==> src/owr_pkg.sv <==
`default_nettype none

package owr_pkg;

  // stream count, kept a power of two
  localparam int N_STRM = 2;
  localparam int STRM_ID_W = $clog2(N_STRM);

  // beat geometry
  localparam int DATA_BYTES = 8;
  localparam int DATA_W = DATA_BYTES * 8;
  localparam int KEEP_CNT_W = $clog2(DATA_BYTES + 1);

  // one transfer is at most four beats
  localparam int TRANSFER_BEATS = 4;
  localparam int TRANSFER_BYTES = TRANSFER_BEATS * DATA_BYTES;
  localparam int BEATS_W = $clog2(TRANSFER_BEATS + 1);

  // per-stream beat buffer
  localparam int FIFO_DEPTH = 8;
  localparam int FIFO_PTR_W = $clog2(FIFO_DEPTH);
  localparam int LEVEL_W = $clog2(FIFO_DEPTH + 1);

  // host side widths
  localparam int ADDR_W = 32;
  localparam int BYTES_W = 32;
  localparam int CQ_W = 8;
  localparam int META_W = 40;

  typedef struct packed {
    logic [DATA_W-1:0]     data;
    logic [DATA_BYTES-1:0] keep;
    logic                  last;
  } stream_beat_t;

  // host buffer start of one stream
  typedef struct packed {
    logic [ADDR_W-1:0] base_addr;
  } mem_config_t;

  typedef struct packed {
    logic [STRM_ID_W-1:0]      stream_id;
    logic [CQ_W-STRM_ID_W-1:0] spare;
  } cq_t;

  // stream_id leads both meta views so it sits at the same bits
  typedef struct packed {
    logic [STRM_ID_W-1:0]                          stream_id;
    logic [ADDR_W-1:0]                             vaddr;
    logic [BEATS_W-1:0]                            beats;
    logic                                          last;
    logic [META_W-STRM_ID_W-ADDR_W-BEATS_W-2:0]    pad;
  } wr_req_t;

  typedef struct packed {
    logic [STRM_ID_W-1:0]                 stream_id;
    logic [BYTES_W-1:0]                   bytes;
    logic [META_W-STRM_ID_W-BYTES_W-1:0]  pad;
  } notify_t;

  // carried opaque by the arbiters, decoded at the sq and notify sides
  typedef union packed {
    wr_req_t req;
    notify_t ntf;
  } meta_word_u;

endpackage

`default_nettype wire
==> src/output_writer.sv <==
`default_nettype none

module output_writer
  import owr_pkg::*;
(
  input  logic         clk,
  input  logic         rst,
  input  stream_beat_t data_in [N_STRM],
  input  logic         data_in_valid [N_STRM],
  output logic         data_in_ready [N_STRM],
  input  mem_config_t  mem_config [N_STRM],
  output stream_beat_t data_out [N_STRM],
  output logic         data_out_valid [N_STRM],
  input  logic         data_out_ready [N_STRM],
  output meta_word_u   sq_wr,
  output logic         sq_wr_valid,
  input  logic         sq_wr_ready,
  input  cq_t          cq_wr,
  input  logic         cq_wr_valid,
  output logic         cq_wr_ready,
  output meta_word_u   notify,
  output logic         notify_valid,
  input  logic         notify_ready
);

  // fifo to writer
  stream_beat_t fifo_beat [N_STRM];
  logic fifo_valid [N_STRM];
  logic fifo_ready [N_STRM];
  logic [LEVEL_W-1:0] fifo_level [N_STRM];
  logic fifo_last [N_STRM];
  // writer requests toward the sq arbiter
  meta_word_u req_word [N_STRM];
  logic req_valid [N_STRM];
  logic req_ready [N_STRM];
  // writer notifies toward the notify arbiter
  meta_word_u ntf_word [N_STRM];
  logic ntf_valid [N_STRM];
  logic ntf_ready [N_STRM];
  // routed completions
  logic cq_valid [N_STRM];
  logic cq_ready [N_STRM];

  for (genvar i = 0; i < N_STRM; i++) begin : g_strm
    beat_fifo u_fifo (
      .clk          (clk),
      .rst          (rst),
      .wr_beat      (data_in[i]),
      .wr_valid     (data_in_valid[i]),
      .wr_ready     (data_in_ready[i]),
      .rd_beat      (fifo_beat[i]),
      .rd_valid     (fifo_valid[i]),
      .rd_ready     (fifo_ready[i]),
      .level        (fifo_level[i]),
      .last_buffered(fifo_last[i])
    );

    // stream id from the loop index
    stream_writer u_writer (
      .clk           (clk),
      .rst           (rst),
      .strm_id       (STRM_ID_W'(i)),
      .mem_config    (mem_config[i]),
      .level         (fifo_level[i]),
      .last_buffered (fifo_last[i]),
      .beat_in       (fifo_beat[i]),
      .beat_in_valid (fifo_valid[i]),
      .beat_in_ready (fifo_ready[i]),
      .beat_out      (data_out[i]),
      .beat_out_valid(data_out_valid[i]),
      .beat_out_ready(data_out_ready[i]),
      .req           (req_word[i]),
      .req_valid     (req_valid[i]),
      .req_ready     (req_ready[i]),
      .cq_valid      (cq_valid[i]),
      .cq_ready      (cq_ready[i]),
      .ntf           (ntf_word[i]),
      .ntf_valid     (ntf_valid[i]),
      .ntf_ready     (ntf_ready[i])
    );
  end

  // submission queue
  meta_arbiter u_sq_arb (
    .clk      (clk),
    .rst      (rst),
    .in_word  (req_word),
    .in_valid (req_valid),
    .in_ready (req_ready),
    .out_word (sq_wr),
    .out_valid(sq_wr_valid),
    .out_ready(sq_wr_ready)
  );

  // notifications
  meta_arbiter u_ntf_arb (
    .clk      (clk),
    .rst      (rst),
    .in_word  (ntf_word),
    .in_valid (ntf_valid),
    .in_ready (ntf_ready),
    .out_word (notify),
    .out_valid(notify_valid),
    .out_ready(notify_ready)
  );

  // completions back by stream id
  cq_router u_cq_router (
    .clk         (clk),
    .rst         (rst),
    .cq_in       (cq_wr),
    .cq_in_valid (cq_wr_valid),
    .cq_in_ready (cq_wr_ready),
    .cq_out_valid(cq_valid),
    .cq_out_ready(cq_ready)
  );

endmodule

`default_nettype wire

==> src/cq_router.sv <==
`default_nettype none

module cq_router
  import owr_pkg::*;
(
  input  logic clk,
  input  logic rst,
  input  cq_t  cq_in,
  input  logic cq_in_valid,
  output logic cq_in_ready,
  output logic cq_out_valid [N_STRM],
  input  logic cq_out_ready [N_STRM]
);

  logic cq_fire;

  // host stalls only when the addressed slot still holds a completion
  assign cq_in_ready = !cq_out_valid[cq_in.stream_id];
  assign cq_fire = cq_in_valid && cq_in_ready;

  // one slot per stream, the slot flag is the valid
  always_ff @(posedge clk) begin
    if (rst) begin
      for (int i = 0; i < N_STRM; i++) begin
        cq_out_valid[i] <= 1'b0;
      end
    end else begin
      for (int i = 0; i < N_STRM; i++) begin
        if (cq_fire && (cq_in.stream_id == STRM_ID_W'(i))) begin
          cq_out_valid[i] <= 1'b1;
        end else if (cq_out_ready[i]) begin
          // writer took it
          cq_out_valid[i] <= 1'b0;
        end
      end
    end
  end

endmodule

`default_nettype wire

==> src/meta_arbiter.sv <==
`default_nettype none

module meta_arbiter
  import owr_pkg::*;
(
  input  logic       clk,
  input  logic       rst,
  input  meta_word_u in_word [N_STRM],
  input  logic       in_valid [N_STRM],
  output logic       in_ready [N_STRM],
  output meta_word_u out_word,
  output logic       out_valid,
  input  logic       out_ready
);

  // highest priority stream
  logic [STRM_ID_W-1:0] rr_ptr;
  logic [STRM_ID_W-1:0] grant_idx;
  logic grant_any;
  logic accept;

  // output register empty or draining this cycle
  assign accept = !out_valid || out_ready;

  // first requester at or after the pointer
  always_comb begin
    logic [STRM_ID_W-1:0] idx;
    grant_any = 1'b0;
    grant_idx = rr_ptr;
    // walk downward so the nearest offset wins
    for (int i = N_STRM - 1; i >= 0; i--) begin
      idx = rr_ptr + STRM_ID_W'(i);
      if (in_valid[idx]) begin
        grant_any = 1'b1;
        grant_idx = idx;
      end
    end
  end

  // only the granted input sees ready
  always_comb begin
    for (int i = 0; i < N_STRM; i++) begin
      in_ready[i] = accept && grant_any && (grant_idx == STRM_ID_W'(i));
    end
  end

  always_ff @(posedge clk) begin
    if (rst) begin
      out_valid <= 1'b0;
      rr_ptr <= '0;
    end else if (accept) begin
      out_valid <= grant_any;
      // pointer moves past the winner
      if (grant_any) begin
        rr_ptr <= grant_idx + 1'b1;
      end
    end
  end

  // word register
  always_ff @(posedge clk) begin
    if (accept && grant_any) begin
      out_word <= in_word[grant_idx];
    end
  end

endmodule

`default_nettype wire

==> src/stream_writer.sv <==
`default_nettype none

module stream_writer
  import owr_pkg::*;
(
  input  logic                 clk,
  input  logic                 rst,
  input  logic [STRM_ID_W-1:0] strm_id,
  input  mem_config_t          mem_config,
  input  logic [LEVEL_W-1:0]   level,
  input  logic                 last_buffered,
  input  stream_beat_t         beat_in,
  input  logic                 beat_in_valid,
  output logic                 beat_in_ready,
  output stream_beat_t         beat_out,
  output logic                 beat_out_valid,
  input  logic                 beat_out_ready,
  output meta_word_u           req,
  output logic                 req_valid,
  input  logic                 req_ready,
  input  logic                 cq_valid,
  output logic                 cq_ready,
  output meta_word_u           ntf,
  output logic                 ntf_valid,
  input  logic                 ntf_ready
);

  typedef enum logic [2:0] {
    S_IDLE,
    S_REQ,
    S_SEND,
    S_WAIT_CQ,
    S_NOTIFY
  } state_t;

  state_t state;
  // size and end flag of the transfer in flight
  logic [BEATS_W-1:0] xfer_beats;
  logic xfer_last;
  logic [BEATS_W-1:0] beats_left;
  // transfer index within the stream
  logic [ADDR_W-1:0] xfer_idx;
  // running byte total of the stream
  logic [BYTES_W-1:0] byte_total;
  logic full_xfer;
  logic start;
  logic [BEATS_W-1:0] next_beats;
  logic beat_fire;

  // number of valid bytes in a keep mask
  function automatic logic [KEEP_CNT_W-1:0] keep_bytes(input logic [DATA_BYTES-1:0] keep);
    logic [KEEP_CNT_W-1:0] n;
    n = '0;
    for (int i = 0; i < DATA_BYTES; i++) begin
      n = n + KEEP_CNT_W'(keep[i]);
    end
    return n;
  endfunction

  // enough beats for a full transfer
  assign full_xfer = (level >= LEVEL_W'(TRANSFER_BEATS));
  // start on a full transfer or on any buffered stream end
  assign start = (state == S_IDLE) && (full_xfer || last_buffered);
  // the last beat is the newest buffered entry so level stops at it
  assign next_beats = full_xfer ? BEATS_W'(TRANSFER_BEATS) : BEATS_W'(level);

  // request word
  always_comb begin
    req = '0;
    req.req.stream_id = strm_id;
    req.req.vaddr = mem_config.base_addr + xfer_idx * ADDR_W'(TRANSFER_BYTES);
    req.req.beats = xfer_beats;
    req.req.last = xfer_last;
  end

  // notify word, stable through S_NOTIFY
  always_comb begin
    ntf = '0;
    ntf.ntf.stream_id = strm_id;
    ntf.ntf.bytes = byte_total;
  end

  assign req_valid = (state == S_REQ);
  assign cq_ready = (state == S_WAIT_CQ);
  assign ntf_valid = (state == S_NOTIFY);

  // beats pass from the fifo head during S_SEND only
  assign beat_out = beat_in;
  assign beat_out_valid = (state == S_SEND) && beat_in_valid;
  assign beat_in_ready = (state == S_SEND) && beat_out_ready;
  assign beat_fire = beat_out_valid && beat_out_ready;

  // transfer shape latched at start
  always_ff @(posedge clk) begin
    if (start) begin
      xfer_beats <= next_beats;
      // ends the stream only if the last beat fits in this transfer
      xfer_last <= last_buffered && (level <= LEVEL_W'(TRANSFER_BEATS));
    end
  end

  always_ff @(posedge clk) begin
    if (rst) begin
      state <= S_IDLE;
      beats_left <= '0;
      xfer_idx <= '0;
      byte_total <= '0;
    end else begin
      case (state)
        S_IDLE: begin
          if (start) begin
            state <= S_REQ;
          end
        end
        S_REQ: begin
          if (req_ready) begin
            beats_left <= xfer_beats;
            state <= S_SEND;
          end
        end
        S_SEND: begin
          if (beat_fire) begin
            beats_left <= beats_left - 1'b1;
            byte_total <= byte_total + BYTES_W'(keep_bytes(beat_in.keep));
            if (beats_left == BEATS_W'(1)) begin
              state <= S_WAIT_CQ;
            end
          end
        end
        S_WAIT_CQ: begin
          // one completion per transfer
          if (cq_valid) begin
            if (xfer_last) begin
              xfer_idx <= '0;
              state <= S_NOTIFY;
            end else begin
              xfer_idx <= xfer_idx + 1'b1;
              state <= S_IDLE;
            end
          end
        end
        S_NOTIFY: begin
          if (ntf_ready) begin
            byte_total <= '0;
            state <= S_IDLE;
          end
        end
        default: begin
          state <= S_IDLE;
        end
      endcase
    end
  end

endmodule

`default_nettype wire

==> src/beat_fifo.sv <==
`default_nettype none

module beat_fifo
  import owr_pkg::*;
(
  input  logic               clk,
  input  logic               rst,
  input  stream_beat_t       wr_beat,
  input  logic               wr_valid,
  output logic               wr_ready,
  output stream_beat_t       rd_beat,
  output logic               rd_valid,
  input  logic               rd_ready,
  output logic [LEVEL_W-1:0] level,
  output logic               last_buffered
);

  stream_beat_t mem [FIFO_DEPTH];
  logic [FIFO_PTR_W-1:0] wr_ptr;
  logic [FIFO_PTR_W-1:0] rd_ptr;
  logic [LEVEL_W-1:0] count;
  // number of stream ends currently held
  logic [LEVEL_W-1:0] last_cnt;
  logic push;
  logic pop;

  // input held off while a stream end is buffered so the last beat is always the newest entry
  assign wr_ready = (count != LEVEL_W'(FIFO_DEPTH)) && (last_cnt == '0);
  assign rd_valid = (count != '0);
  assign push = wr_valid && wr_ready;
  assign pop = rd_valid && rd_ready;

  // head of queue straight from the array
  assign rd_beat = mem[rd_ptr];
  assign level = count;
  assign last_buffered = (last_cnt != '0);

  // storage
  always_ff @(posedge clk) begin
    if (push) begin
      mem[wr_ptr] <= wr_beat;
    end
  end

  // pointers wrap on their own width
  always_ff @(posedge clk) begin
    if (rst) begin
      wr_ptr <= '0;
      rd_ptr <= '0;
      count <= '0;
      last_cnt <= '0;
    end else begin
      if (push) begin
        wr_ptr <= wr_ptr + 1'b1;
      end
      if (pop) begin
        rd_ptr <= rd_ptr + 1'b1;
      end
      if (push && !pop) begin
        count <= count + 1'b1;
      end else if (pop && !push) begin
        count <= count - 1'b1;
      end
      // last beat count follows the beats in and out
      if ((push && wr_beat.last) && !(pop && rd_beat.last)) begin
        last_cnt <= last_cnt + 1'b1;
      end else if ((pop && rd_beat.last) && !(push && wr_beat.last)) begin
        last_cnt <= last_cnt - 1'b1;
      end
    end
  end

endmodule

`default_nettype wire

==> config.mk <==
export PLATFORM = sky130hd
export DESIGN_NAME = output_writer
export DESIGN_NICKNAME = d
export VERILOG_FILES = /design/src/owr_pkg.sv /design/src/output_writer.sv /design/src/cq_router.sv /design/src/meta_arbiter.sv /design/src/stream_writer.sv /design/src/beat_fifo.sv
export SDC_FILE = /design/constraint.sdc
export NUM_CORES = 2
export LEC_CHECK = 0
export ABC_CLOCK_PERIOD_IN_PS = 12300
export BUFFER_PORTS_ARGS = -buffer_cell sky130_fd_sc_hd__buf_2
export CORE_MARGIN = 2
export CORE_UTILIZATION = 52
export CTS_CLUSTER_DIAMETER = 80
export DETAILED_ROUTE_END_ITERATION = 6
export HOLD_SLACK_MARGIN = 0.1
export PLACE_DENSITY = 0.76
export REMOVE_ABC_BUFFERS = 1
export SETUP_SLACK_MARGIN = 0.15
export SYNTH_ARGS = -nofsm -noshare
export SYNTH_HDL_FRONTEND = slang
export SYNTH_SLANG_ARGS = --single-unit
==> constraint.sdc <==
create_clock -name clk -period 12.3 [get_ports clk]
set_input_delay 2.46 -clock clk [delete_from_list [all_inputs] [get_ports clk]]
set_output_delay 2.46 -clock clk [all_outputs]
set_load 0.02 [all_outputs]
==> impl_metrics.ini <==
[routing]
drc = 0
postRouteWirelength_um = 123000
routed-wl-met3_um = 8540
drt_iter0_markers = 2373
met2_wirelength_um = 61000
antenna_left = 0
routed-via-count = 30200
route.detailed.wl_per_inst_um = 23.0
topRoutingLayerUsed = met5
drt-pass1-iter-count = 5
post_detailed_route_via_to_cell_ratio = 5.67
routedLengthMet1_um = 49700

[run]
drv.max_cap_violation_count = 0

[worst_setup_path]
path_class = register to register
regToRegSetupSlack_ns = 5.36
crit_chain = buf_4 > mux4_2 > mux2_2 > ha_1 > inv_1 > fa_1 > fa_1 > fa_1 > fa_1 > fa_1 > nor2b_1 > o21ai_0 > nand2b_1 > nand4_2 > nor3_2 > nand3_1 > xor2_1 > nor2_1
critPathTopFamily = adder cells
critPathMostFrequentCell = sky130_fd_sc_hd__fa_1
critical_path_required_ns = 12.89
worstRegToRegCells = 18
timing.critical_path.slowest_cell_delay_ns = 0.75
worst_setup_path_endpoint = g_strm[0].u_writer.byte_total[24]
cp_max_fo = 44
critical_path.endpoint_type = register
timing.rr.end = g_strm[0].u_writer.byte_total[24]
critical_path_depth = 18
crit_arrival_ns = 7.52
slowest_library_cell_on_the_worst_path = sky130_fd_sc_hd__buf_4
cp_num_buf_inv = 2
worst_setup_path_start_kind = register

[logic_synthesis]
post_synth.cell_area_avg_um2 = 18.0
post_synthesis_sequential_area_ratio_pct = 70.8
synth_top_cell_by_area = sky130_fd_sc_hd__edfxtp_1
synth.ff_latch_count = 1416
postSynthCellCount = 3196
yosys.cell_types.count = 78
share_of_flip_flops_with_an_asynchronous_set_or_reset_pct = 0
synth_flop_cell = sky130_fd_sc_hd__edfxtp_1
ys.warnings.count = 0
yosysMostFrequentCell = sky130_fd_sc_hd__edfxtp_1
number_of_synthesized_flops_with_an_enable_pin = 1246
synth_largest_type_area_fraction_pct = 64.9
top_post_synthesis_cells_by_count = sky130_fd_sc_hd__edfxtp_1 (1,246), sky130_fd_sc_hd__mux4_2 (292), sky130_fd_sc_hd__nor2_1 (208)
synth_area_um2 = 57700
synth.area.top_cells = sky130_fd_sc_hd__edfxtp_1 (65%), sky130_fd_sc_hd__mux4_2 (11%), sky130_fd_sc_hd__dfxtp_1 (5.9%), sky130_fd_sc_hd__mux2_2 (3.1%), sky130_fd_sc_hd__ha_1 (1.9%)

[final_layout]
syn2layout_area_growth_pct = 15.3
post_route_core_utilization_pct = 60.3
fill_cells = 7889
nets = 4038
final_layout_size_suffix_gt1_share_pct = 31.2

[floorplanning]
die_x_um = 337
chipHeight_um = 337
die_footprint_um2 = 114000
core_region_area_um2 = 110000
boundaryPins = 460
floorplan.rows = 122
start_util_pct = 52.3

[hold_path]
min-delay-path-class = register to register

[cts]
postCtsHoldBufs = 0
worst_skew_pair.late_latency_ns = 0.76
ctsLongestPathBuffers = 3
clock_sinks = 1416
cts.repair.resized = 0
clock_tree.htree_level_count = 4
cts_buffers = 149
cts.clk_slew.worst_paths_ns = 0.06
post_cts_buffers = 0
ctsRootBufferMaster = sky130_fd_sc_hd__clkbuf_16
tritoncts = built

[power_and_ir_drop]
leakagePower_nw = 22.5
largest_vdd_supply_drop_mv = 0.197
switching_portion_of_total_power_pct = 29.2
net-switching-power_mw = 3.91
relative_contribution_of_the_clock_network_to_total_power_pct = 32.6
power_frac_comb_pct = 22.3
power_report.internal_total_mw = 9.48
cellPowerDensity_nw_per_um2 = 201
p_seq_share_pct = 45.1

[sta]
period_share_pct = 56.4
hold_violations = 0
tns_ns = 0
worst_slew_margin_rel_pct = 22.7
max_freq_ghz = 0.144
final-setup-viol-count = 0
worst-slew-pin-transition_ns = 1.16
fin_worst_skew_ns = 0.0381
drv_slew = 0
grt_setup_unrepaired = false
min_period_ns = 6.94

[status]
status = finished, final reports clean

[global_routing]
grt_first_pass_wirelength_um = 183000
grt_use_total_pct = 21.5
number_of_antenna_violations_at_the_first_check_in_global_routing = 29
grt_max_degree = 109
grt_pass1_vias = 30600
global_route.overflow_total = 0

[placement]
buffer_ports.inserted = 442
dpl.hpwl_um = 72400
gp_congestion = 0.847
## kinds of logic after synthesis
family,share of synthesized area [%]
flip-flops,70.8
adder cells (fa/ha/maj),2.50
buffers and inverters,1.39
AND/OR/NAND/NOR,4.77
other,0.00650
multiplexers,15.3
XOR/XNOR,2.55
AO/OA/AOI/OAI,2.75
## final cells by class
type	instances	area [µm²]	share of cell area (%)
Tap cell	1488	1860	2.80
Inverter	63	236	0.355
Clock inverter	95	971	1.46
Sequential cell	1416	40800	61.4
Antenna cell	8	20.0	0.0301
Multi-Input combinational cell	1596	16200	24.4
Clock buffer	179	3850	5.79
Timing Repair Buffer	481	2520	3.78
## layer usage
metal	up-vias	global-route usage, %
met5	-	0
met4	34	6.86
met3	222	5.13
met2	913	35.3
met1	15400	28.5
li1	13600	-
## tightest hold or removal path, cell delays in order (launching register included)
cell	delay (ns)
sky130_fd_sc_hd__dfxtp_1	0.31
sky130_fd_sc_hd__o21ai_0	0.07
sky130_fd_sc_hd__a21oi_1	0.06
## flip-flops by register name, indices dropped and copies added (netlist names), 6 cells and up, named ones only
register                    cells
g_strm.u_fifo.rd_ptr            6
g_strm.u_writer.beats_left      6
u_sq_arb.out_word              37
g_strm.u_fifo.wr_ptr            6
u_ntf_arb.out_word             33
g_strm.u_writer.xfer_beats      6
g_strm.u_writer.byte_total     64
g_strm.u_fifo.mem            1168
g_strm.u_fifo.last_cnt          8
g_strm.u_fifo.level             8
g_strm.u_writer.state           6
g_strm.u_writer.xfer_idx       54
## stage by stage
stage          power, mW  cell area, µm²  cells  hold slack (ns)  worst slack (ns)
5_1_grt             14.0           66500   5324            0.512              4.90
6_report            13.4           66500   5326            0.483              5.36
3_3_place_gp        9.06           61700   5044            0.470              5.32
2_1_floorplan       8.20           57200   3075            0.440              1.37
4_1_cts             13.5           66500   5318            0.488              5.21
3_5_place_dp        9.14           61700   5044            0.480              5.23
## power groups by stage
stage / Sequential [mW] / Combinational, mW / Clock [mW]
floorplan: 6.27 / 1.93 / 0
global placement: 6.10 / 2.96 / 0
detailed placement: 6.14 / 3.01 / 0
CTS: 6.04 / 3.04 / 4.46
global route: 6.09 / 3.25 / 4.66
finish: 6.04 / 2.99 / 4.36
## layout by cell type (no fill, tap or decap), types with 32 or more instances in the layout
cell                        instances
sky130_fd_sc_hd__inv_1             60
sky130_fd_sc_hd__dfxtp_1          164
sky130_fd_sc_hd__xnor2_1           59
sky130_fd_sc_hd__edfxtp_1        1246
sky130_fd_sc_hd__buf_2            442
sky130_fd_sc_hd__clkinv_1          32
sky130_fd_sc_hd__mux2_2           160
sky130_fd_sc_hd__o21ai_0           35
sky130_fd_sc_hd__a21oi_1          106
sky130_fd_sc_hd__buf_4             38
sky130_fd_sc_hd__clkbuf_16        149
sky130_fd_sc_hd__nand3_1           47
sky130_fd_sc_hd__nor2_1           197
sky130_fd_sc_hd__mux4_2           292
sky130_fd_sc_hd__nand2_1          113
sky130_fd_sc_hd__ha_1              88
sky130_fd_sc_hd__xor2_1           109
## how the worst min path moves through the flow
stage	endpoint	depth (start not counted)	start	slack, ns
6_report	g_strm[1].u_fifo.last_cnt[3]	2	g_strm[1].u_fifo.last_cnt[3]	0.48
5_1_grt	g_strm[1].u_fifo.last_cnt[3]	2	g_strm[1].u_fifo.last_cnt[3]	0.51
4_1_cts	g_strm[1].u_writer.beats_left[2]	2	g_strm[1].u_writer.beats_left[2]	0.49
3_5_place_dp	g_strm[1].u_writer.beats_left[2]	2	g_strm[1].u_writer.beats_left[2]	0.48
3_3_place_gp	g_strm[0].u_fifo.last_cnt[3]	2	g_strm[0].u_fifo.last_cnt[3]	0.47
2_1_floorplan	g_strm[1].u_writer.byte_total[0]	2	g_strm[1].u_writer.byte_total[0]	0.44
No activity file was read; power rests on OpenSTA's default activity.
